## src/include/icache_params.svh

```systemverilog
`ifndef ICACHE_PARAMS_SVH
`define ICACHE_PARAMS_SVH

// physical fetch address, translation is not part of this cache
`define ICACHE_ADDR_WIDTH 32

// geometry
// 4 ways of 16 sets with 16 byte lines gives a 1 KiB cache
`define ICACHE_WAYS 4
`define ICACHE_SETS 16
`define ICACHE_LINE_WIDTH 128

// instruction word delivered per fetch
`define ICACHE_FETCH_WIDTH 32

// address split
// tag | index | byte offset
`define ICACHE_OFFSET_WIDTH 4
`define ICACHE_INDEX_WIDTH 4
`define ICACHE_TAG_WIDTH 24

// start value of the replacement lfsr
// must not be zero or the lfsr locks up
`define ICACHE_LFSR_SEED 8'hA5

`endif

```

## src/design/icache_pkg.sv

```systemverilog
`default_nettype none

`include "icache_params.svh"

package icache_pkg;

  // address and its fields
  typedef logic [`ICACHE_ADDR_WIDTH-1:0] addr_t;
  typedef logic [`ICACHE_TAG_WIDTH-1:0] tag_t;
  typedef logic [`ICACHE_INDEX_WIDTH-1:0] index_t;
  typedef logic [`ICACHE_OFFSET_WIDTH-1:0] offset_t;

  // way numbering, binary and one-hot / per-way mask
  typedef logic [$clog2(`ICACHE_WAYS)-1:0] way_t;
  typedef logic [`ICACHE_WAYS-1:0] way_oh_t;

  // payload
  typedef logic [`ICACHE_LINE_WIDTH-1:0] line_t;
  typedef logic [`ICACHE_FETCH_WIDTH-1:0] word_t;

  // controller states
  typedef enum logic [1:0] {
    FLUSH,
    IDLE,
    READ,
    MISS
  } ctrl_state_e;

  // word returned to the fetch unit with its aligned address
  typedef struct packed {
    word_t data;
    addr_t addr;
  } fetch_rsp_t;

  // refill request, nc marks a single-word bypass access
  typedef struct packed {
    addr_t paddr;
    logic  nc;
  } mem_req_t;

endpackage

`default_nettype wire

```

## src/design/icache_repl.sv

```systemverilog
`timescale 1ns/1ps
`default_nettype none

`include "icache_params.svh"

module icache_repl (
  input  wire                      clk_i,
  input  wire                      rst_ni,
  // valid bits of the looked-up set
  input  wire icache_pkg::way_oh_t valid_i,
  input  wire                      cmp_en_i,
  input  wire                      cache_wren_i,
  output icache_pkg::way_oh_t      victim_oh_o
);

  logic [7:0]          lfsr_q;
  logic                lfsr_fb;
  logic                all_valid;
  logic                update_lfsr;
  icache_pkg::way_t    inv_way;
  icache_pkg::way_t    rnd_way;
  icache_pkg::way_t    victim;
  icache_pkg::way_oh_t victim_oh_q;

  // lowest numbered invalid way wins
  always_comb begin
    inv_way = '0;
    for (int w = `ICACHE_WAYS - 1; w >= 0; w--) begin
      if (!valid_i[w]) begin
        inv_way = icache_pkg::way_t'(w);
      end
    end
  end

  assign all_valid = &valid_i;

  // x^8 + x^6 + x^5 + x^4 + 1, maximal length
  assign lfsr_fb = lfsr_q[7] ^ lfsr_q[5] ^ lfsr_q[4] ^ lfsr_q[3];
  // only step when a full set really loses a line
  assign update_lfsr = cache_wren_i & all_valid;
  assign rnd_way = lfsr_q[$bits(icache_pkg::way_t)-1:0];
  assign victim = all_valid ? rnd_way : inv_way;

  always_ff @(posedge clk_i or negedge rst_ni) begin
    if (!rst_ni) begin
      lfsr_q      <= `ICACHE_LFSR_SEED;
      victim_oh_q <= '0;
    end else begin
      if (update_lfsr) begin
        lfsr_q <= {lfsr_q[6:0], lfsr_fb};
      end
      // held from the compare until the refill writes
      if (cmp_en_i) begin
        victim_oh_q <= icache_pkg::way_oh_t'(1) << victim;
      end
    end
  end

  assign victim_oh_o = victim_oh_q;

endmodule

`default_nettype wire

```

## config.mk

```make
export PLATFORM = sky130hd
export DESIGN_NAME = icache_repl
export DESIGN_NICKNAME = d
export VERILOG_FILES = /design/src/design/icache_pkg.sv /design/src/design/icache_repl.sv
export VERILOG_INCLUDE_DIRS = /design/src /design/src/include
export SDC_FILE = /design/constraint.sdc
export NUM_CORES = 1
export LEC_CHECK = 0
export ABC_AREA = 1
export BUFFER_PORTS_ARGS = -buffer_cell sky130_fd_sc_hd__buf_2
export CORE_MARGIN = 1
export CORE_UTILIZATION = 35
export DETAILED_ROUTE_END_ITERATION = 10
export GPL_ROUTABILITY_DRIVEN = 1
export HOLD_SLACK_MARGIN = 0.05
export PLACE_DENSITY = 0.66
export REMOVE_ABC_BUFFERS = 1
export SLEW_MARGIN = 10
export SYNTH_ARGS = -nofsm -noshare
export SYNTH_HDL_FRONTEND = slang
export SYNTH_SLANG_ARGS = --single-unit
export TNS_END_PERCENT = 30
```

## constraint.sdc

```tcl
create_clock -name clk_i -period 1.9 [get_ports clk_i]
set_input_delay 0.57 -clock clk_i [delete_from_list [all_inputs] [get_ports clk_i]]
set_output_delay 0.57 -clock clk_i [all_outputs]
set_load 0.05 [all_outputs]
```

After elaboration in Yosys (flattened, before gate mapping)
Index checks and enable logic that the tools add are counted.
Widths: inputs -> output; s select.
{"block": "word_totals", "regBits": 12, "inputBits": 8, "out_inout_bits": 4, "elab_cells": 13}
{"block": "classes", "shift": 1, "muxes": 5, "bitwise_logic": 4, "n_reduce_logical": 1}
{"operator": "$mux 2", "n": 5}
{"operator": "$reduce_and 4->1", "n": 1}
{"operator": "$shl 1x2->4 const A", "n": 1}
{"operator": "$xor 1x1->1", "n": 3}
{"operator": "$and 1x1->1", "n": 1}

Longest topological paths before layout
Gate-level depths: netlist (run 1).
{"block": "depth", "word_depth": 6, "depth_mapped": 7, "ltp_nobuf": 7}

Worst setup path after synthesis (run 1)
Ideal clock, no wire load.
{"block": "synth_timing", "path_type": "reg-to-output", "from": "register victim_oh_q[1] (netlist: victim_oh_o[1])", "to": "output victim_oh_o[1]", "t_arrival_ns": 0.600, "setup_slack_ns": 0.730, "stages_incl_launch_ff": 1, "path_cell_list": "dfrtp_1"}
{"item": "start, declared", "line_no": "icache_repl.sv:23", "text": "icache_pkg::way_oh_t victim_oh_q;"}
{"item": "start signal, assigned", "line_no": "icache_repl.sv:54", "text": "victim_oh_q <= icache_pkg::way_oh_t'(1) << victim;"}
{"item": "end, declared", "line_no": "icache_repl.sv:13", "text": "output icache_pkg::way_oh_t victim_oh_o"}
No word-level cell between the ends.

Worst setup path in the final report (run 1)
{"block": "layout_timing", "from": "register victim_oh_q[0] (netlist: victim_oh_o[0])", "to": "output victim_oh_o[0]"}
No word-level cell between the ends.

==> flow_metrics.tcl, run 1 <==
set metrics [dict create \
    min_period_over_period 0.763 \
    cts_max_level 1 \
    busiest_layer "met1" \
    use_met3 0.0375 \
    rr_endpoint "lfsr_q[0]$_DFFE_PN1P_" \
    core-area_um2 1580 \
    crit_path_top_delay_cell "dfrtp_1" \
    start_util 0.388 \
    rows 14 \
    areaGrowthSynthToFinish_pct 16.0 \
    grt_start_max_net_pins 13 \
    maxSlewViolCount 0 \
    dp_hpwl_um 832 \
    dpl_worst_slack_ps 612 \
    cts_tree "built" \
    finalSetupViolCount 0 \
    worstRegToRegCells 5 \
    wirelength_um 1010 \
    hold_class "in -> async" \
    drtAntennaViolNets 0 \
    vias_per_cell 4.43 \
    synth_cell_types 14 \
    dr.first_iter.drc_count 7 \
    overflow 0 \
    final_common_cell "nand2_1" \
    antenna_found_initial 0 \
    post_cts_resized 0 \
    antenna_cells 0 \
    portBuffers 11 \
    fin_util 0.450 \
    fin_worst_skew_ps 1.70 \
    setup-tns-final_ps 0 \
    fin_nets 103 \
    fmax_ghz 0.690 \
    worst_pin_slew_ps 265 \
    finalWorstSetupSlack_ps 451 \
    grt_pass1_vias 451 \
    maxCapViolations 0 \
    crit_family "flip-flops" \
    cp_num_buf_inv 1 \
    grt_use_met2 0.179 \
    setup.worst_path.end_class "output port" \
    drive_gt1_frac 0.280 \
    drc 0 \
    dieArea_um2 1920 \
    p_leak_nw 0.414 \
    synth_area_um2 612 \
    crit_path_start_kind "flop" \
    ys_seq_area_frac 0.499 \
    post_cts_buffers 0 \
    finalHoldViolCount 0 \
    root_buffer "clkbuf_4" \
    max_stage_delay_ps 350 \
    worstPathCellList "buf_2" \
    globalplace.congestion 0.769 \
    use_met1 0.210 \
    syn_avg_cell_area_um2 7.74 \
    post_drt_wl_per_cell_um 9.26 \
    rsz0062_at_grt "no" \
    timing_worst_setup_path_type "reg -> out" \
    cts_buffers 3 \
    cts.sinks 12 \
    reg2reg_slack_ps 930 \
    die_x_um 43.8 \
    status "finished, final reports clean" \
    power_density_nw_per_um2 969 \
    holdBufCountCts 0 \
    clock_latency_ps 260 \
    die_h_um 43.8 \
    dr.pass1.iters 4 \
    post-place-cells 106 \
    crit_required_ps 1330 \
    critPathArrivalTime_ps 880 \
    grt_use_total 0.139 \
    clk_pin_slew_ps 70 \
    r2r_start "lfsr_q[5]$_DFFE_PN1P_" \
    postSynthCellCount 79 \
    ys_ff_latch 12 \
    finalNonFillerCells 109 \
    pin_count 12 \
    post-route-min-period_ps 1450 \
    clk_path_buf_depth 2 \
    final_cell_mix "nand2_1 (36), inv_1 (12), buf_2 (11)" \
    synth_warnings 0 \
    cp_max_fo 2 \
    vias 483 \
    relSlewSlack 0.823 \
    grt_pass1_wl_um 1930 \
    vdd_drop_max_mv 0.429 \
]
cell families after synthesis:
kind of cell | synth area share
buffers and inverters | 0.0879
AOI/OAI and AO/OA | 0.0777
and+or+nand+nor | 0.335
DFF | 0.499
layout make-up:
type | instances | area (µm²)
Tap cell | 16 | 20.0
Inverter | 13 | 53.8
Multi-Input combinational cell | 54 | 253
Timing Repair Buffer | 11 | 55.1
Clock buffer | 3 | 22.5
Fill cell | 165 | 867
Sequential cell | 12 | 305
synthesized netlist by cell type (all sizes together):
cell type / number / area (µm²)
nor2: 5 / 26.3
clkinv: 1 / 8.76
inv: 12 / 45.0
dfrtp: 8 / 200
o21ai: 5 / 32.5
nand3: 3 / 20.0
nand2: 39 / 159
o21bai: 2 / 15.0
dfstp: 4 / 105
sequential cells by signal, indices dropped and copies added, names as in the netlist:
signal,cells
victim_oh_o,4
lfsr_q,8
where the power goes:
group	leakage [nW]	internal (mW)	switching, mW
logic	0.255	0.0636	0.116
clock network	0.0138	0.0731	0.0740
registers	0.145	0.325	0.0363
worst max path at each step:
stage	from	to	slack (ps)	depth (start not counted)
global placement	valid_i[2]	lfsr_q[1]$_DFFE_PN0P_	620	7
detailed placement	valid_i[2]	lfsr_q[1]$_DFFE_PN0P_	610	7
floorplan	victim_oh_o[1]$_DFFE_PN0P_	victim_oh_o[1]	730	0
global route	victim_oh_o[3]$_DFFE_PN0P_	victim_oh_o[3]	390	1
finish	victim_oh_o[0]$_DFFE_PN0P_	victim_oh_o[0]	450	1
CTS	victim_oh_o[3]$_DFFE_PN0P_	victim_oh_o[3]	430	1
per-layer routing:
metal	vias to the layer above	share of wire
li1	267	-
met1	207	0.56
met2	7	0.41
met3	2	0.019
met4	0	0.0079
met5	-	0
metrics by stage:
stage / total power, mW / cell area (µm²) / hold slack [ps]
detailed placement: 0.548 / 687 / 461
global route: 0.750 / 709 / 183
finish: 0.687 / 709 / 171
global placement: 0.546 / 687 / 459
floorplan: 0.496 / 612 / 274
CTS: 0.701 / 709 / 170
No activity file was read; power rests on OpenSTA's default activity.
==> inputs of run 2 (changes only) <==
--- a/config.mk
+++ b/config.mk
@@ -13,7 +13,7 @@
 export DETAILED_ROUTE_END_ITERATION = 10
 export GPL_ROUTABILITY_DRIVEN = 1
 export HOLD_SLACK_MARGIN = 0.05
-export PLACE_DENSITY = 0.66
+export PLACE_DENSITY = 0.68
 export REMOVE_ABC_BUFFERS = 1
 export SLEW_MARGIN = 10
 export SYNTH_ARGS = -nofsm -noshare
==> constraint.sdc (replaced) <==
create_clock -name clk_i -period 1.3 [get_ports clk_i]
set_input_delay 0.39 -clock clk_i [delete_from_list [all_inputs] [get_ports clk_i]]
set_output_delay 0.39 -clock clk_i [all_outputs]
set_load 0.05 [all_outputs]
==> run 2 against run 1 <==
Against the previous run: core utilization is 2.0 points higher; design area is 4.4% higher; critical path type unchanged; critical path depth stayed put; clock skew is 1.3 ps lower; global-route usage is 0.15 points lower; sequential share of layout area is 1.8 points lower; hold slack better by 270 ps; largest power group unchanged; register-to-register slack worse by 580 ps.
==> flow_metrics.tcl, run 2 (synthesis results as in run 1) <==
set metrics [dict create \
    min_period_over_period 0.967 \
    dr.first_iter.drc_count 7 \
    pin_count 12 \
    rows 14 \
    p_leak_nw 0.424 \
    regMostFlops "lfsr_q" \
    rsz0062_at_grt "no" \
    finalHoldViolCount 0 \
    areaGrowthSynthToFinish_pct 21.1 \
    die_h_um 43.8 \
    die_x_um 43.8 \
    antenna_found_initial 0 \
    final_common_cell "nand2_1" \
    crit_path_top_delay_cell "dfrtp_1" \
    drtAntennaViolNets 0 \
    critPathArrivalTime_ps 870 \
    relSlewSlack 0.812 \
    hold_class "in -> reg" \
    drive_gt1_frac 0.284 \
    clk_path_buf_depth 2 \
    fmax_ghz 0.795 \
    crit_family "flip-flops" \
    setup-tns-final_ps 0 \
    grt_start_max_net_pins 13 \
    root_buffer "clkbuf_4" \
    finalNonFillerCells 111 \
    start_util 0.388 \
    dr.pass1.iters 4 \
    maxCapViolations 0 \
    largest_register_ffs 8 \
    cts_buffers 3 \
    post_cts_buffers 0 \
    post_drt_wl_per_cell_um 9.13 \
    timing_worst_setup_path_type "reg -> out" \
    globalplace.congestion 0.786 \
    fin_area_um2 741 \
    cts_max_level 1 \
    post-place-cells 106 \
    core-area_um2 1580 \
    drc 0 \
    post-route-min-period_ps 1260 \
    worst_pin_slew_ps 282 \
    vias_per_cell 4.41 \
    vias 490 \
    grt_use_total 0.138 \
    fin_worst_skew_ps 0.425 \
    vdd_drop_max_mv 0.834 \
    overflow 0 \
    clk_pin_slew_ps 70 \
    finalSetupViolCount 0 \
    fill_cells 154 \
    maxSlewViolCount 0 \
    clock_latency_ps 260 \
    crit_path_start_kind "flop" \
    grt_pass1_vias 417 \
    setup.worst_path.end_class "output port" \
    max_stage_delay_ps 340 \
    fin_nets 104 \
    finalPower_mw 1.08 \
    cp_num_buf_inv 1 \
    crit_required_ps 910 \
    status "finished, final reports clean" \
    dieArea_um2 1920 \
    cts_tree "built" \
    dp_hpwl_um 780 \
    power_density_nw_per_um2 1460 \
    worstPathCellList "buf_2" \
    cts.sinks 12 \
    cp_max_fo 2 \
    grt_pass1_wl_um 1820 \
    antenna_cells 0 \
    portBuffers 11 \
    placed_area_um2 687 \
    wirelength_um 1010 \
    final_cell_mix "nand2_1 (36), inv_1 (12), buf_2 (8), dfrtp_1 (8), clkbuf_4 (6)" \
]
[run 2: worst paths after layout]
path / slack [ps] / end / cells after the start / startpoint
max: 40 / victim_oh_o[0] / 1 / victim_oh_o[0]$_DFFE_PN0P_
min: 440 / lfsr_q[0]$_DFFE_PN1P_ / 4 / cache_wren_i
max reg2reg: 350 / lfsr_q[0]$_DFFE_PN1P_ / 6 / lfsr_q[5]$_DFFE_PN1P_
min reg2reg: 480 / lfsr_q[7]$_DFFE_PN1P_ / 2 / lfsr_q[6]$_DFFE_PN0P_
max in group asynchronous: 490 / lfsr_q[0]$_DFFE_PN1P_ / 2 / rst_ni
min in group asynchronous: 540 / lfsr_q[6]$_DFFE_PN0P_ / 2 / rst_ni
[run 2: final cells by class]
| type | instances | area, µm² | area share |
|---|---|---|---|
| inverter | 13 | 53.8 | 0.0726 |
| clock buffer | 4 | 36.3 | 0.0490 |
| sequential | 12 | 305 | 0.412 |
| tap | 16 | 20.0 | 0.0270 |
| multi-input combinational | 54 | 253 | 0.341 |
| timing repair buffer | 12 | 72.6 | 0.0980 |
[run 2: metrics by stage]
stage               utilization  setup WS, ps  hold WS, ps
global placement          0.436           206          281
CTS                       0.465          16.3          424
global route              0.470         0.931          438
floorplan                     -           310         94.4
finish                    0.470          42.8          438
detailed placement        0.436           182          287
[run 2: layer usage]
metal  global-route usage  wire, µm  up-vias
met1                0.200       575      208
met3               0.0375        26        2
met2                0.167       388        9
met5                    0         0        -
li1                     -         -      271
met4                0.113        22        0
[run 2: where the power goes]
| part | switching [mW] | internal [mW] | leakage (nW) | total, mW |
|---|---|---|---|---|
| Clock | 0.119 | 0.170 | 0.0210 | 0.289 |
| Sequential | 0.0518 | 0.474 | 0.145 | 0.526 |
| Combinational | 0.171 | 0.0980 | 0.258 | 0.269 |
| Total | 0.342 | 0.742 | 0.424 | 1.08 |
[run 2: repair_timing]
item,in CTS,in global routing
setup endpoints to repair,0,3
resized for setup,0,3
hold buffers,1,0
hold endpoints to repair,8,0
==> inputs of run 3 (changes only) <==
--- a/config.mk
+++ b/config.mk
@@ -8,6 +8,7 @@
 export LEC_CHECK = 0
 export ABC_AREA = 1
 export BUFFER_PORTS_ARGS = -buffer_cell sky130_fd_sc_hd__buf_2
+export CAP_MARGIN = 30
 export CORE_MARGIN = 1
 export CORE_UTILIZATION = 35
 export DETAILED_ROUTE_END_ITERATION = 10
==> constraint.sdc (replaced) <==
create_clock -name clk_i -period 1 [get_ports clk_i]
set_input_delay 0.3 -clock clk_i [delete_from_list [all_inputs] [get_ports clk_i]]
set_output_delay 0.3 -clock clk_i [all_outputs]
set_load 0.05 [all_outputs]
==> run 3 against run 2 <==
Against the previous run: largest cell class unchanged; the flow now finishes with violations (negative setup slack); largest power group unchanged; design area up 4.4%; non-clock buffer count up 2; clock-buffer cell count unchanged; critical path type unchanged; register-to-register slack worse by 300 ps.
==> flow_metrics.tcl, run 3 (synthesis results as in run 1) <==
set metrics [dict create \
    status "finished with violations" \
    violations "negative setup slack" \
    dp_hpwl_um 769 \
    portBuffers 11 \
    fill_cells 159 \
    setup.worst_path.end_class "output port" \
    final_cell_mix "nand2_1 (36), inv_1 (12), dfrtp_1 (8)" \
    maxSlewViolCount 0 \
    antenna_cells 0 \
    regMostFlops "lfsr_q" \
    cts_max_level 1 \
    setup-tns-final_ps -496 \
    max_stage_delay_ps 400 \
    maxCapViolations 0 \
    fin_worst_skew_ps 5.54 \
    r2r_start "lfsr_q[5]$_DFFE_PN1P_" \
    drive_gt1_frac 0.299 \
    worstHoldPathCells 4 \
    vias_per_cell 4.44 \
    rr_endpoint "lfsr_q[0]$_DFFE_PN1P_" \
    timing_worst_setup_path_type "reg -> out" \
    overflow 0 \
    crit_path_start_kind "flop" \
    areaGrowthSynthToFinish_pct 26.4 \
    reg2reg_slack_ps 50 \
    crit_family "flip-flops" \
    min_from "cache_wren_i" \
    hold_class "in -> reg" \
    dieArea_um2 1920 \
    fin_util 0.490 \
    worstPathCellList "buf_6" \
    dr.pass1.iters 2 \
    clock_latency_ps 270 \
    drc 0 \
    cts.sinks 12 \
    post-route-min-period_ps 1130 \
    grt_use_total 0.138 \
    die_x_um 43.8 \
    finalHoldViolCount 0 \
    antenna_found_initial 0 \
    crit_path_top_delay_cell "dfrtp_1" \
    power_density_nw_per_um2 1890 \
    worst_pin_slew_ps 277 \
    fin_nets 106 \
    finalWorstSetupSlack_ps -129 \
    grt_start_max_net_pins 13 \
    cts_buffers 3 \
    rsz0062_at_grt "yes" \
    dr.first_iter.drc_count 9 \
    worstRegToRegCells 6 \
    clk_path_buf_depth 2 \
    final_common_cell "nand2_1" \
    dpl_worst_slack_ps -29.4 \
    die_h_um 43.8 \
    clk_pin_slew_ps 80 \
    pin_count 12 \
    largest_register_ffs 8 \
    cts_tree "built" \
    fmax_ghz 0.886 \
    p_leak_nw 0.440 \
    hold_end "lfsr_q[0]$_DFFE_PN1P_" \
    globalplace.congestion 0.765 \
    grt_pass1_wl_um 1850 \
    cp_max_fo 2 \
    min_period_over_period 1.13 \
    finalSetupViolCount 4 \
    post_drt_wl_per_cell_um 9.14 \
    grt_pass1_vias 441 \
    wirelength_um 1030 \
    crit_required_ps 700 \
    vias 502 \
    relSlewSlack 0.815 \
    drtAntennaViolNets 0 \
    cp_num_buf_inv 1 \
    vdd_drop_max_mv 0.989 \
    start_util 0.388 \
    rows 14 \
    core-area_um2 1580 \
    root_buffer "clkbuf_4" \
    critPathArrivalTime_ps 830 \
]
[run 3: layout make-up]
class	count	area [µm²]	share of cell area
multi-input cells	54	253	0.327
inverters	13	53.8	0.0696
clock buffers	4	36.3	0.0469
repair buffers	14	105	0.136
flip-flops and latches	12	305	0.395
well taps	16	20.0	0.0259
[run 3: worst max path at each step]
stage	startpoint	end	slack [ps]	cells past startpoint
2_1_floorplan	victim_oh_o[0]$_DFFE_PN0P_	victim_oh_o[0]$_DFFE_PN0P_	70	3
3_3_place_gp	valid_i[2]	lfsr_q[3]$_DFFE_PN0P_	-4	7
3_5_place_dp	valid_i[2]	lfsr_q[1]$_DFFE_PN0P_	-30	7
4_1_cts	victim_oh_o[1]$_DFFE_PN0P_	victim_oh_o[1]	-140	1
5_1_grt	victim_oh_o[2]$_DFFE_PN0P_	victim_oh_o[2]	-160	1
6_report	victim_oh_o[1]$_DFFE_PN0P_	victim_oh_o[1]	-130	1
[run 3: metal layers]
layer	global-route usage	part of all wire
met1	0.202	0.55
met2	0.164	0.39
met3	0.0375	0.029
met4	0.113	0.032
met5	0	0
[run 3: timing repair]
item	in CTS	in global routing
buffers inserted	1	0
setup endpoints to repair	4	5
gates resized for setup	8	0
hold buffers	1	0
hold endpoints to repair	8	0
[run 3: where the power goes]
| part | switching [mW] | leakage (nW) | internal, mW | total [mW] |
|---|---|---|---|---|
| Combinational | 0.225 | 0.274 | 0.156 | 0.381 |
| Clock | 0.169 | 0.0210 | 0.221 | 0.390 |
| Sequential | 0.0705 | 0.145 | 0.616 | 0.687 |
| Total | 0.464 | 0.440 | 0.994 | 1.46 |
[run 3: stage by stage]
step           cells  power, mW  hold WS, ps  cell area, µm²
6_report         113       1.46          331             773
5_1_grt          113       1.55          345             773
3_5_place_dp     107       1.05          197             694
2_1_floorplan     79      0.942         4.41             612
4_1_cts          113       1.47          329             773
3_3_place_gp     107       1.05          192             694
