**config.mk**
```make
export PLATFORM = sky130hd
export DESIGN_NAME = icache_ctrl
export DESIGN_NICKNAME = d
export VERILOG_FILES = /design/src/design/icache_pkg.sv /design/src/design/icache_ctrl.sv
export VERILOG_INCLUDE_DIRS = /design/src /design/src/include
export SDC_FILE = /design/constraint.sdc
export NUM_CORES = 1
export LEC_CHECK = 0
export ABC_AREA = 1
export BUFFER_PORTS_ARGS = -buffer_cell sky130_fd_sc_hd__buf_2
export CORE_UTILIZATION = 35
export DETAILED_ROUTE_END_ITERATION = 8
export PLACE_DENSITY_LB_ADDON = 0.2
export SETUP_SLACK_MARGIN = 0.4
export SYNTH_ARGS = -nofsm -noshare
export SYNTH_HDL_FRONTEND = slang
export SYNTH_SLANG_ARGS = --single-unit
```
**constraint.sdc**
```tcl
create_clock -name clk_i -period 1.4 [get_ports clk_i]
set_input_delay 0.21 -clock clk_i [delete_from_list [all_inputs] [get_ports clk_i]]
set_output_delay 0.21 -clock clk_i [all_outputs]
set_load 0.02 [all_outputs]
```
**src/include/icache_params.svh**
```systemverilog
`ifndef ICACHE_PARAMS_SVH
`define ICACHE_PARAMS_SVH

// physical fetch address, translation is not part of this cache
`define ICACHE_ADDR_WIDTH 32

// geometry
// 4 ways of 16 sets with 16 byte lines gives a 1 KiB cache
`define ICACHE_WAYS 4
`define ICACHE_SETS 16
`define ICACHE_LINE_WIDTH 128

// instruction word delivered per fetch
`define ICACHE_FETCH_WIDTH 32

// address split
// tag | index | byte offset
`define ICACHE_OFFSET_WIDTH 4
`define ICACHE_INDEX_WIDTH 4
`define ICACHE_TAG_WIDTH 24

// start value of the replacement lfsr
// must not be zero or the lfsr locks up
`define ICACHE_LFSR_SEED 8'hA5

`endif

```
**src/design/icache_pkg.sv**
```systemverilog
`default_nettype none

`include "icache_params.svh"

package icache_pkg;

  // address and its fields
  typedef logic [`ICACHE_ADDR_WIDTH-1:0] addr_t;
  typedef logic [`ICACHE_TAG_WIDTH-1:0] tag_t;
  typedef logic [`ICACHE_INDEX_WIDTH-1:0] index_t;
  typedef logic [`ICACHE_OFFSET_WIDTH-1:0] offset_t;

  // way numbering, binary and one-hot / per-way mask
  typedef logic [$clog2(`ICACHE_WAYS)-1:0] way_t;
  typedef logic [`ICACHE_WAYS-1:0] way_oh_t;

  // payload
  typedef logic [`ICACHE_LINE_WIDTH-1:0] line_t;
  typedef logic [`ICACHE_FETCH_WIDTH-1:0] word_t;

  // controller states
  typedef enum logic [1:0] {
    FLUSH,
    IDLE,
    READ,
    MISS
  } ctrl_state_e;

  // word returned to the fetch unit with its aligned address
  typedef struct packed {
    word_t data;
    addr_t addr;
  } fetch_rsp_t;

  // refill request, nc marks a single-word bypass access
  typedef struct packed {
    addr_t paddr;
    logic  nc;
  } mem_req_t;

endpackage

`default_nettype wire

```
**src/design/icache_ctrl.sv**
```systemverilog
`timescale 1ns/1ps
`default_nettype none

`include "icache_params.svh"

module icache_ctrl (
  input  wire                      clk_i,
  input  wire                      rst_ni,
  // flush pulse and enable level
  input  wire                      flush_i,
  input  wire                      en_i,
  // fetch side
  input  wire                      fetch_req_i,
  input  wire icache_pkg::addr_t   fetch_addr_i,
  output logic                     fetch_ready_o,
  output logic                     fetch_valid_o,
  output icache_pkg::addr_t        fetch_addr_o,
  // refill side
  output logic                     mem_req_o,
  output icache_pkg::mem_req_t     mem_data_o,
  input  wire                      mem_ack_i,
  input  wire                      mem_rtrn_vld_i,
  // status from the arrays
  input  wire icache_pkg::way_oh_t hit_i,
  input  wire                      flush_done_i,
  // array control
  output logic                     cache_rden_o,
  output logic                     cache_wren_o,
  output logic                     flush_en_o,
  output icache_pkg::index_t       index_o,
  output icache_pkg::tag_t         tag_o,
  output icache_pkg::offset_t      offset_o,
  output logic                     cmp_en_o,
  // performance counter
  output logic                     miss_o
);

  icache_pkg::ctrl_state_e state_d, state_q;
  icache_pkg::addr_t       addr_d, addr_q;
  icache_pkg::addr_t       req_paddr;
  logic                    cache_en_d, cache_en_q;
  logic                    flush_d, flush_q;
  logic                    cmp_en_d, cmp_en_q;
  logic                    accept;
  logic                    is_nc;
  logic                    lookup_hit;
  logic                    hold_off;

  ////////////////////
  // address plumbing
  ////////////////////

  // latch the fetch address on acceptance and hold it through a miss
  assign accept = fetch_ready_o & fetch_req_i;
  assign addr_d = accept ? fetch_addr_i : addr_q;

  // index comes from the new address so the arrays read in the accept cycle
  assign index_o = addr_d[`ICACHE_INDEX_WIDTH+`ICACHE_OFFSET_WIDTH-1:`ICACHE_OFFSET_WIDTH];
  // tag and offset are only needed one cycle later
  assign tag_o = addr_q[`ICACHE_ADDR_WIDTH-1:`ICACHE_INDEX_WIDTH+`ICACHE_OFFSET_WIDTH];
  assign offset_o = {addr_q[`ICACHE_OFFSET_WIDTH-1:2], 2'b00};
  assign fetch_addr_o = {addr_q[`ICACHE_ADDR_WIDTH-1:2], 2'b00};
  assign cmp_en_o = cmp_en_q;

  // a disabled cache bypasses with one word per request
  assign is_nc = ~cache_en_q;
  assign req_paddr = is_nc ? {addr_q[`ICACHE_ADDR_WIDTH-1:2], 2'b00} :
                             {addr_q[`ICACHE_ADDR_WIDTH-1:`ICACHE_OFFSET_WIDTH],
                              {`ICACHE_OFFSET_WIDTH{1'b0}}};
  assign mem_data_o = '{paddr: req_paddr, nc: is_nc};

  // tag compare only counts when it was armed by a cacheable lookup
  assign lookup_hit = cmp_en_q & cache_en_q & (|hit_i);

  // pending flush or a fresh enable keeps new requests out
  assign hold_off = flush_q | flush_i | (en_i & ~cache_en_q);

  ////////////////////
  // controller FSM
  ////////////////////

  always_comb begin
    state_d       = state_q;
    // turning off works at once while turning on waits for a flush
    cache_en_d    = cache_en_q & en_i;
    flush_d       = flush_q | flush_i;
    cmp_en_d      = 1'b0;
    flush_en_o    = 1'b0;
    cache_rden_o  = 1'b0;
    cache_wren_o  = 1'b0;
    fetch_ready_o = 1'b0;
    fetch_valid_o = 1'b0;
    mem_req_o     = 1'b0;
    miss_o        = 1'b0;

    unique case (state_q)
      // walk all sets and clear their valid bits
      icache_pkg::FLUSH: begin
        flush_en_o = 1'b1;
        if (flush_done_i) begin
          state_d    = icache_pkg::IDLE;
          flush_d    = 1'b0;
          cache_en_d = en_i;
        end
      end
      icache_pkg::IDLE: begin
        if (hold_off) begin
          state_d = icache_pkg::FLUSH;
        end else begin
          fetch_ready_o = 1'b1;
          if (fetch_req_i) begin
            cache_rden_o = 1'b1;
            cmp_en_d     = cache_en_q;
            state_d      = icache_pkg::READ;
          end
        end
      end
      // arrays are valid now
      // a bypass access always takes the miss path
      icache_pkg::READ: begin
        if (lookup_hit) begin
          fetch_valid_o = 1'b1;
          state_d       = icache_pkg::IDLE;
          // back to back hits unless a flush is waiting
          if (!hold_off) begin
            fetch_ready_o = 1'b1;
            if (fetch_req_i) begin
              cache_rden_o = 1'b1;
              cmp_en_d     = cache_en_q;
              state_d      = icache_pkg::READ;
            end
          end
        end else begin
          mem_req_o = 1'b1;
          if (mem_ack_i) begin
            miss_o  = ~is_nc;
            state_d = icache_pkg::MISS;
          end
        end
      end
      // refill returns in one beat
      icache_pkg::MISS: begin
        if (mem_rtrn_vld_i) begin
          fetch_valid_o = 1'b1;
          cache_wren_o  = ~is_nc;
          state_d       = icache_pkg::IDLE;
        end
      end
      default: begin
        state_d = icache_pkg::FLUSH;
      end
    endcase
  end

  always_ff @(posedge clk_i or negedge rst_ni) begin
    if (!rst_ni) begin
      state_q    <= icache_pkg::FLUSH;
      cache_en_q <= 1'b0;
      flush_q    <= 1'b0;
      cmp_en_q   <= 1'b0;
    end else begin
      state_q    <= state_d;
      cache_en_q <= cache_en_d;
      flush_q    <= flush_d;
      cmp_en_q   <= cmp_en_d;
    end
  end

  always_ff @(posedge clk_i) begin
    addr_q <= addr_d;
  end

endmodule

`default_nettype wire

```
==> Word level (Yosys, flattened, before mapping) <==
Cells that the tools add are included.
{ "op_classes": {"n_addsub": 0, "eq_ne": 7, "n_mux": 37, "magnitude_cmp": 0, "n_bitwise": 8, "n_reduce_logical": 3, "n_mul": 0, "n_div": 0, "shifts": 0} }
{ "ops": {"columns": ["operator", "count"], "rows": [
  ["$mux 1", 22],
  ["$mux 2", 8],
  ["$mux 8", 1],
  ["$pmux 1 s2", 4],
  ["$pmux 2 s4", 1],
  ["$ne 3x3->1 const B", 2],
  ["$and 1x1->1", 5],
  ["$eq 2x2->1 const B", 2],
  ["$mux 4", 1],
  ["$ne 2x2->1 const B", 2],
  ["$reduce_and 4->1", 1],
  ["$reduce_or 4->1", 1],
  ["$eq 2x1->1 const B", 1],
  ["$logic_not 2->1", 1],
  ["$or 1x1->1", 2],
  ["$not 1->1", 1]
]} }
{ "word_totals": {"input_bits": 44, "register_bits": 37, "ram_bits": 0, "latch_bits": 0, "rom_bits": 0, "n_memories": 0} }

==> Depth between registers and ports, before layout <==
Gate-level depths: netlist of run 1.
{ "logic_depth": {"ltp_word": 8, "depth_mapped": 8, "depth_no_buf": 8} }

==> Worst setup path before layout of run 1 <==
No wires, ideal clock.
{ "synth_timing": {"path_type": "register to output", "startpoint": "reg state_q[0]", "endpoint": "out index_o[0]", "stages_incl_launch_ff": 9, "n_path_buf": 0, "required_ps": 1190, "setup_slack_ps": -258, "arrival_ps": 1448, "path_cell_list": "dfrtp_1 inv_1 ha_1 inv_1 nor2_4 nand3_4 clkinv_4 nand2_1 nand2_1"} }
{ "synth_via": {"elab_chain_cells": 4, "word_cells_on_any_way": 5, "classes_between": "eq/ne: 2; mux: 2; bitwise: 1"} }
{ "synth_rtl": {"columns": ["element", "line_no", "text"], "rows": [
  ["start: declaration", "icache_ctrl.sv:38", "icache_pkg::ctrl_state_e state_d, state_q;"],
  ["start signal: assignment", "icache_ctrl.sv:157", "state_q <= icache_pkg::FLUSH;"],
  ["start signal: assignment", "icache_ctrl.sv:162", "state_q <= state_d;"],
  ["$eq 2x2->1 / $eq 2x1->1 (equally long branches)", "icache_ctrl.sv:96", "unique case (state_q)"],
  ["$pmux 1 s2 (*)", "icache_ctrl.sv:96", null],
  ["$and 1x1->1 (*)", "icache_ctrl.sv:54", "assign accept = fetch_ready_o & fetch_req_i;"],
  ["via accept", "icache_ctrl.sv:44", "logic accept;"],
  ["$mux 8 (*)", "icache_ctrl.sv:55", "assign addr_d = accept ? fetch_addr_i : addr_q;"],
  ["end: declaration", "icache_ctrl.sv:30", "output icache_pkg::index_t index_o,"]
]} }
Mark *: on every way through the listed nets, which the timed path passes. The rest lies on a longest branch.

==> Worst setup path after layout of run 1 <==
{ "layout_timing": {"startpoint": "reg state_q[1]", "endpoint": "out index_o[2]"} }
The elaborated chain is that of the path after synthesis.

==> out/qor.txt, run 1 <==
first-pass GRT wire length - 6.31 mm
DR WL/cell - 12.9 um
reg2reg setup slack - -0.36 ns
post-route clock skew - 0.00585 ns
P_sw - 1600 uW
Residual DRC - 0
GRT Total Usage - 0.151
status - complete, but fails checks
most common cell after layout, fill and taps aside - buf_6
drt total wl - 4.71 mm
Post-Place Cell Area - 2520 um^2
Switching Share - 0.371
max_cap viols - 0
Hold WC Path Type - input pin to register
Setup-failing EPs final - 38
fin. max-slew vios - 0
final hold vios - 0
floorplan row count - 26
ANT nets after route - 0
gr ovfl total - 0
fraction of layout cells with a size suffix above 1 - 0.767
Area Growth Syn to Fin - 87.6%
maximum VDD drop - 1.05 mV
CTS tree - built
die area - 5590 um^2
Tcrit/Tclk final - 1.31
CP startpoint kind - register
Clock Latency Late Sink - 0.28 ns
CP endpoint kind - output pin
clock sinks - 35
CP Class - register to output pin
sequential fraction of the synthesis area - 0.532
filler cell count - 381
RSZ-0062 raised after global routing - yes
Starting DRT DRC Count - 31
Nets - 343
worst setup margin - -0.431 ns
Distinct cells, synth - 24
worst hold stages - 1
Area contributors post-synth - edfxtp_1, buf_4, dfrtp_1, nand2_1, dfxtp_1
P_leak - 0.00164 uW
Post-Synthesis Cells - 169
warnings from Yosys - 0
drt pass-1 iters - 4
failing checks - negative setup slack
via count - 1534
Critical Path RT - 1.19 ns
RR Endpoint - addr_q[30]$_DFFE_PP_
combinational share of power - 0.515
initial antenna violation count - 0
Die W - 74.7 um
Yosys reg bits - 35
clock-pin slew on the worst setup and hold paths - 0.07 ns
Fmax - 546 MHz
I/O Pins - 149
CP Data Arrival Time - 1.62 ns
Hold Slack - 0.0999 ns
commonest non-fill, non-tap cells in the layout - buf_6, buf_2, edfxtp_1
pwr/cell area - 1240 nW/um^2
post-synthesis cell area - 1850 um^2
Die H - 74.7 um
Placed Cells - 341
reg2reg start - state_q[0]$_DFFE_PN0P_
H-Tree Depth - 2
GP Congestion - 0.754
Post-Syn Area per Cell - 11.0 um^2
largest net degree at the start of global routing - 12
crit path time final - 1.83 ns
worst-path maximum fanout - 6
Final Instance Area - 3470 um^2
hold path endpoint - addr_q[24]$_DFFE_PP_
Initial Utilization - 0.363
post-DP HPWL - 3.01 mm
Num CTS Buffers - 5
Synth top area share - 0.422
Flop pwr share - 0.326
root buffer cell - clkbuf_8
post-synth top area cell - edfxtp_1
Core Util, Final - 0.680
Non-Filler Instances - 366
Avg Vias per Cell - 4.19
internal power - 2710 uW
Placeable Area - 5110 um^2
Reg2Reg Depth - 9
vias in the first global route - 1370
clk buf depth - 2
antenna diode count - 0
Clock Power Share - 0.159
IO Port Bufs - 140
hold wc startpoint - fetch_addr_i[24]
[metrics by stage]
| step | worst slack (ns) | TNS [ns] | total power (uW) |
|---|---|---|---|
| 2_1_floorplan | -0.134 | -2.53 | 2530 |
| 3_3_place_gp | -0.152 | -3.96 | 3020 |
| 3_5_place_dp | -0.166 | -4.45 | 3030 |
| 4_1_cts | -0.420 | -12.03 | 4150 |
| 5_1_grt | -0.512 | -15.37 | 4530 |
| 6_report | -0.431 | -12.36 | 4310 |
[cell usage after synthesis, drive strengths merged]
| library cell | number |
|---|---|
| ha | 4 |
| o21ai | 3 |
| conb | 1 |
| edfxtp | 26 |
| inv | 16 |
| nand4 | 1 |
| a21boi | 1 |
| buf | 61 |
| dfxtp | 4 |
| o22ai | 2 |
| nand2 | 25 |
| dfrtp | 5 |
| clkinv | 1 |
| nor3 | 4 |
| nand3 | 7 |
| a21oi | 1 |
| nor2 | 7 |
[cells by family after synthesis]
| kind of cell | share of synthesized area |
|---|---|
| adder cells (fa/ha/maj) | 0.0270 |
| buffers and inverters | 0.284 |
| AND/OR/NAND/NOR | 0.132 |
| AO/OA/AOI/OAI | 0.0216 |
| other | 0.00203 |
| flip-flops | 0.532 |
[metal layers]
metal,vias up,wire length (um),track usage,share of wire
met5,-,0,0,0
met2,82,2610,0.286,0.55
met1,715,1710,0.166,0.36
met3,9,327,0.0254,0.069
met4,0,67,0.0629,0.014
li1,728,-,-,-
[registers in the layout, indices dropped and copies added (netlist names)]
signal and cells:
cache_en_q 1, addr_q 30, state_q 2, flush_q 1
cmp_en_o 1
[worst max path at each step]
stage | start | to | slack (ns)
after floorplan | state_q[1]$_DFFE_PN0P_ | index_o[0] | -0.13
after global placement | state_q[0]$_DFFE_PN0P_ | index_o[2] | -0.15
after detailed placement | state_q[0]$_DFFE_PN0P_ | index_o[1] | -0.17
after CTS | state_q[0]$_DFFE_PN0P_ | index_o[1] | -0.42
after global routing | state_q[1]$_DFFE_PN0P_ | index_o[1] | -0.51
final | state_q[1]$_DFFE_PN0P_ | index_o[2] | -0.43
[layout make-up]
cell class	instances	area, um^2	area share
Clock buffer	5	68.8	0.0198
Timing Repair Buffer	175	1670	0.482
Multi-Input combinational cell	61	553	0.159
Inverter	17	83.8	0.0241
Tap cell	70	87.6	0.0252
Clock inverter	3	15.0	0.00432
Sequential cell	35	992	0.286
[what timing repair did]
item	CTS	global route
endpoints found under the hold margin	5	0
setup buffers	6	8
pin swaps	5	1
resized for setup	206	18
hold buffers	1	0
endpoints found under the setup margin	132	129
cloned	1	1
[worst max-delay path, cell delays in order (launching register included)]
cell	delay (ns)
dfrtp_1	0.41
buf_6	0.13
ha_4	0.16
nand3_4	0.09
nand2_4	0.07
nand3_4	0.14
clkinv_8	0.09
nand2_4	0.07
nand2_4	0.05
buf_6	0.13
[power groups by stage]
stage | combinational [uW] | clock, uW | sequential (uW)
after global routing | 2360 | 756 | 1410
after detailed placement | 1650 | 0 | 1380
after CTS | 2050 | 711 | 1390
final | 2220 | 685 | 1400
after global placement | 1640 | 0 | 1370
after floorplan | 1040 | 0 | 1490
Power figures use the tool's default switching activity.
==> run 2: changes to the inputs <==
--- a/config.mk
+++ b/config.mk
@@ -7,10 +7,11 @@
 export NUM_CORES = 1
 export LEC_CHECK = 0
 export ABC_AREA = 1
-export BUFFER_PORTS_ARGS = -buffer_cell sky130_fd_sc_hd__buf_2
+export BUFFER_PORTS_ARGS = -buffer_cell sky130_fd_sc_hd__buf_4
 export CORE_UTILIZATION = 35
 export DETAILED_ROUTE_END_ITERATION = 8
-export PLACE_DENSITY_LB_ADDON = 0.2
+export GPL_TIMING_DRIVEN = 0
+export PLACE_DENSITY = 0.83
 export SETUP_SLACK_MARGIN = 0.4
 export SYNTH_ARGS = -nofsm -noshare
 export SYNTH_HDL_FRONTEND = slang
==> run 2 against run 1 <==
Effect of this change: the flow still finishes with violations (negative setup slack); clock power grew 2%; flip-flop and latch count is the same; die area is the same; total power grew 11%; sequential power is essentially flat; clock skew is essentially flat; register-to-register slack gained 0.06 ns; fmax shrank 1.9%; global-route usage grew 4.2 points; setup slack lost 0.035 ns; largest cell class unchanged; largest power group unchanged.
==> out/qor.txt, run 2 (synthesized netlist as in run 1, its figures left out) <==
GRT Total Usage - 0.193
critical-path cell list - inv_2 -> ha_4 -> inv_4 -> nor2_4 -> nand3_4 -> clkinv_8 -> nand2_4 -> nand2_4 -> buf_6
clock-pin slew on the worst setup and hold paths - 0.07 ns
antenna diode count - 0
Top reg by flops - addr_q
crit path time final - 1.87 ns
Nets - 397
H-Tree Depth - 2
pwr/cell area - 1150 nW/um^2
Die H - 74.7 um
WP depth - 9
slowest cell on the critical path - dfrtp_2
initial antenna violation count - 0
largest net degree at the start of global routing - 16
number of flip-flops in the largest register - 30
filler cell count - 285
CP Class - register to output pin
Switching Share - 0.361
Area Growth Syn to Fin - 124%
Max stage delay on crit path - 0.41 ns
Die W - 74.7 um
Flop pwr share - 0.299
die area - 5590 um^2
Num CTS Buffers - 5
fraction of layout cells with a size suffix above 1 - 0.817
DR WL/cell - 14.7 um
floorplan row count - 26
vias in the first global route - 1668
Largest regs - addr_q (30), state_q (2)
first-pass GRT wire length - 7.85 mm
internal power - 3040 uW
fin. max-slew vios - 0
crit path buf inv count - 4
Reg2Reg Depth - 8
GP Congestion - 0.815
worst-path maximum fanout - 7
RSZ-0062 raised after global routing - yes
worst hold stages - 1
clock sinks - 35
cell mode on critical path - nand2_4
Core Util, Final - 0.811
post-DP HPWL - 3.66 mm
Placeable Area - 5110 um^2
status - complete, but fails checks
Starting DRT DRC Count - 74
drt pass-1 iters - 4
P_leak - 0.00199 uW
CP startpoint kind - register
CTS tree - built
Critical Path RT - 1.19 ns
critical path's top delay family - flip-flops
Hold WC Path Type - input pin to register
maximum VDD drop - 1.49 mV
Clock Latency Late Sink - 0.28 ns
most common cell after layout, fill and taps aside - buf_6
Setup-failing EPs final - 39
root buffer cell - clkbuf_8
IO Port Bufs - 140
via count - 1740
I/O Pins - 149
gr ovfl total - 0
CP Data Arrival Time - 1.66 ns
Initial Utilization - 0.363
post-route clock skew - 0.00537 ns
final hold vios - 0
worst setup margin - -0.466 ns
clk buf depth - 2
Residual DRC - 0
P_sw - 1720 uW
Tcrit/Tclk final - 1.33
Fmax - 536 MHz
max_cap viols - 0
combinational share of power - 0.555
CP endpoint kind - output pin
ANT nets after route - 0
failing checks - negative setup slack
drt total wl - 6.17 mm
Avg Vias per Cell - 4.14
Hold Slack - 0.100 ns
Clock Power Share - 0.147
commonest non-fill, non-tap cells in the layout - buf_6, buf_4, edfxtp_1
-- run 2: cell types whose count changed in the layout (fill, tap and decap cells not counted), moves of 2 or more --
cell,previous run,this run
nand2_1,12,10
buf_6,104,154
clkinv_1,2,0
dfrtp_1,4,2
clkbuf_1,0,2
ha_2,0,2
buf_4,24,72
dfrtp_2,1,3
inv_2,8,6
buf_2,41,0
-- run 2: final timing paths --
check / end / from / slack [ns]
worst max register to register: addr_q[2]$_DFFE_PP_ / state_q[1]$_DFFE_PN0P_ / -0.30
worst max-delay path: index_o[0] / state_q[1]$_DFFE_PN0P_ / -0.47
max in group asynchronous: cmp_en_o$_DFF_PN0_ / rst_ni / 1.01
worst min register to register: addr_q[7]$_DFF_P_ / addr_q[7]$_DFF_P_ / 0.53
worst min-delay path: addr_q[22]$_DFFE_PP_ / fetch_addr_i[22] / 0.10
min in group asynchronous: state_q[0]$_DFFE_PN0P_ / rst_ni / 0.26
-- run 2: power groups by stage --
stage	combinational, uW	sequential (uW)	clock (uW)
2_1_floorplan	1040	1490	0
3_3_place_gp	1740	1400	0
3_5_place_dp	1770	1410	0
4_1_cts	2320	1410	714
5_1_grt	2780	1440	755
6_report	2640	1420	698
-- run 2: per-layer routing --
| layer | vias to the layer above | GRT usage | share of wire |
|---|---|---|---|
| li1 | 834 | - | - |
| met3 | 8 | 0.0442 | 0.062 |
| met4 | 0 | 0.0734 | 0.015 |
| met5 | - | 0 | 0 |
| met1 | 812 | 0.199 | 0.34 |
| met2 | 86 | 0.375 | 0.58 |
-- run 2: final cells by class --
class | instances | area (um^2) | area share
flip-flops and latches | 35 | 995 | 0.240
well taps | 70 | 87.6 | 0.0211
repair inverters | 1 | 16.3 | 0.00393
inverters | 17 | 88.8 | 0.0215
clock buffers | 7 | 76.3 | 0.0184
plain buffers | 61 | 631 | 0.152
clock inverters | 1 | 5.00 | 0.00121
repair buffers | 167 | 1670 | 0.404
multi-input cells | 61 | 568 | 0.137
-- run 2: per-stage QoR --
stage	setup TNS, ns	area, um^2	power, uW	std cells	worst slack (ns)
6_report	-12.09	4140	4760	420	-0.466
5_1_grt	-14.88	4140	4980	420	-0.548
4_1_cts	-9.37	3830	4450	406	-0.473
3_5_place_dp	-7.24	3170	3180	384	-0.367
3_3_place_gp	-6.13	3170	3140	384	-0.325
2_1_floorplan	-2.53	2030	2530	174	-0.134
-- run 2: timing repair --
item / CTS / global route
resized for setup: 130 / 54
endpoints found under the setup margin: 132 / 134
pin swaps: 6 / 7
hold buffers: 1 / 0
endpoints found under the hold margin: 5 / 0
cloned: 1 / 0
buffers inserted: 12 / 14
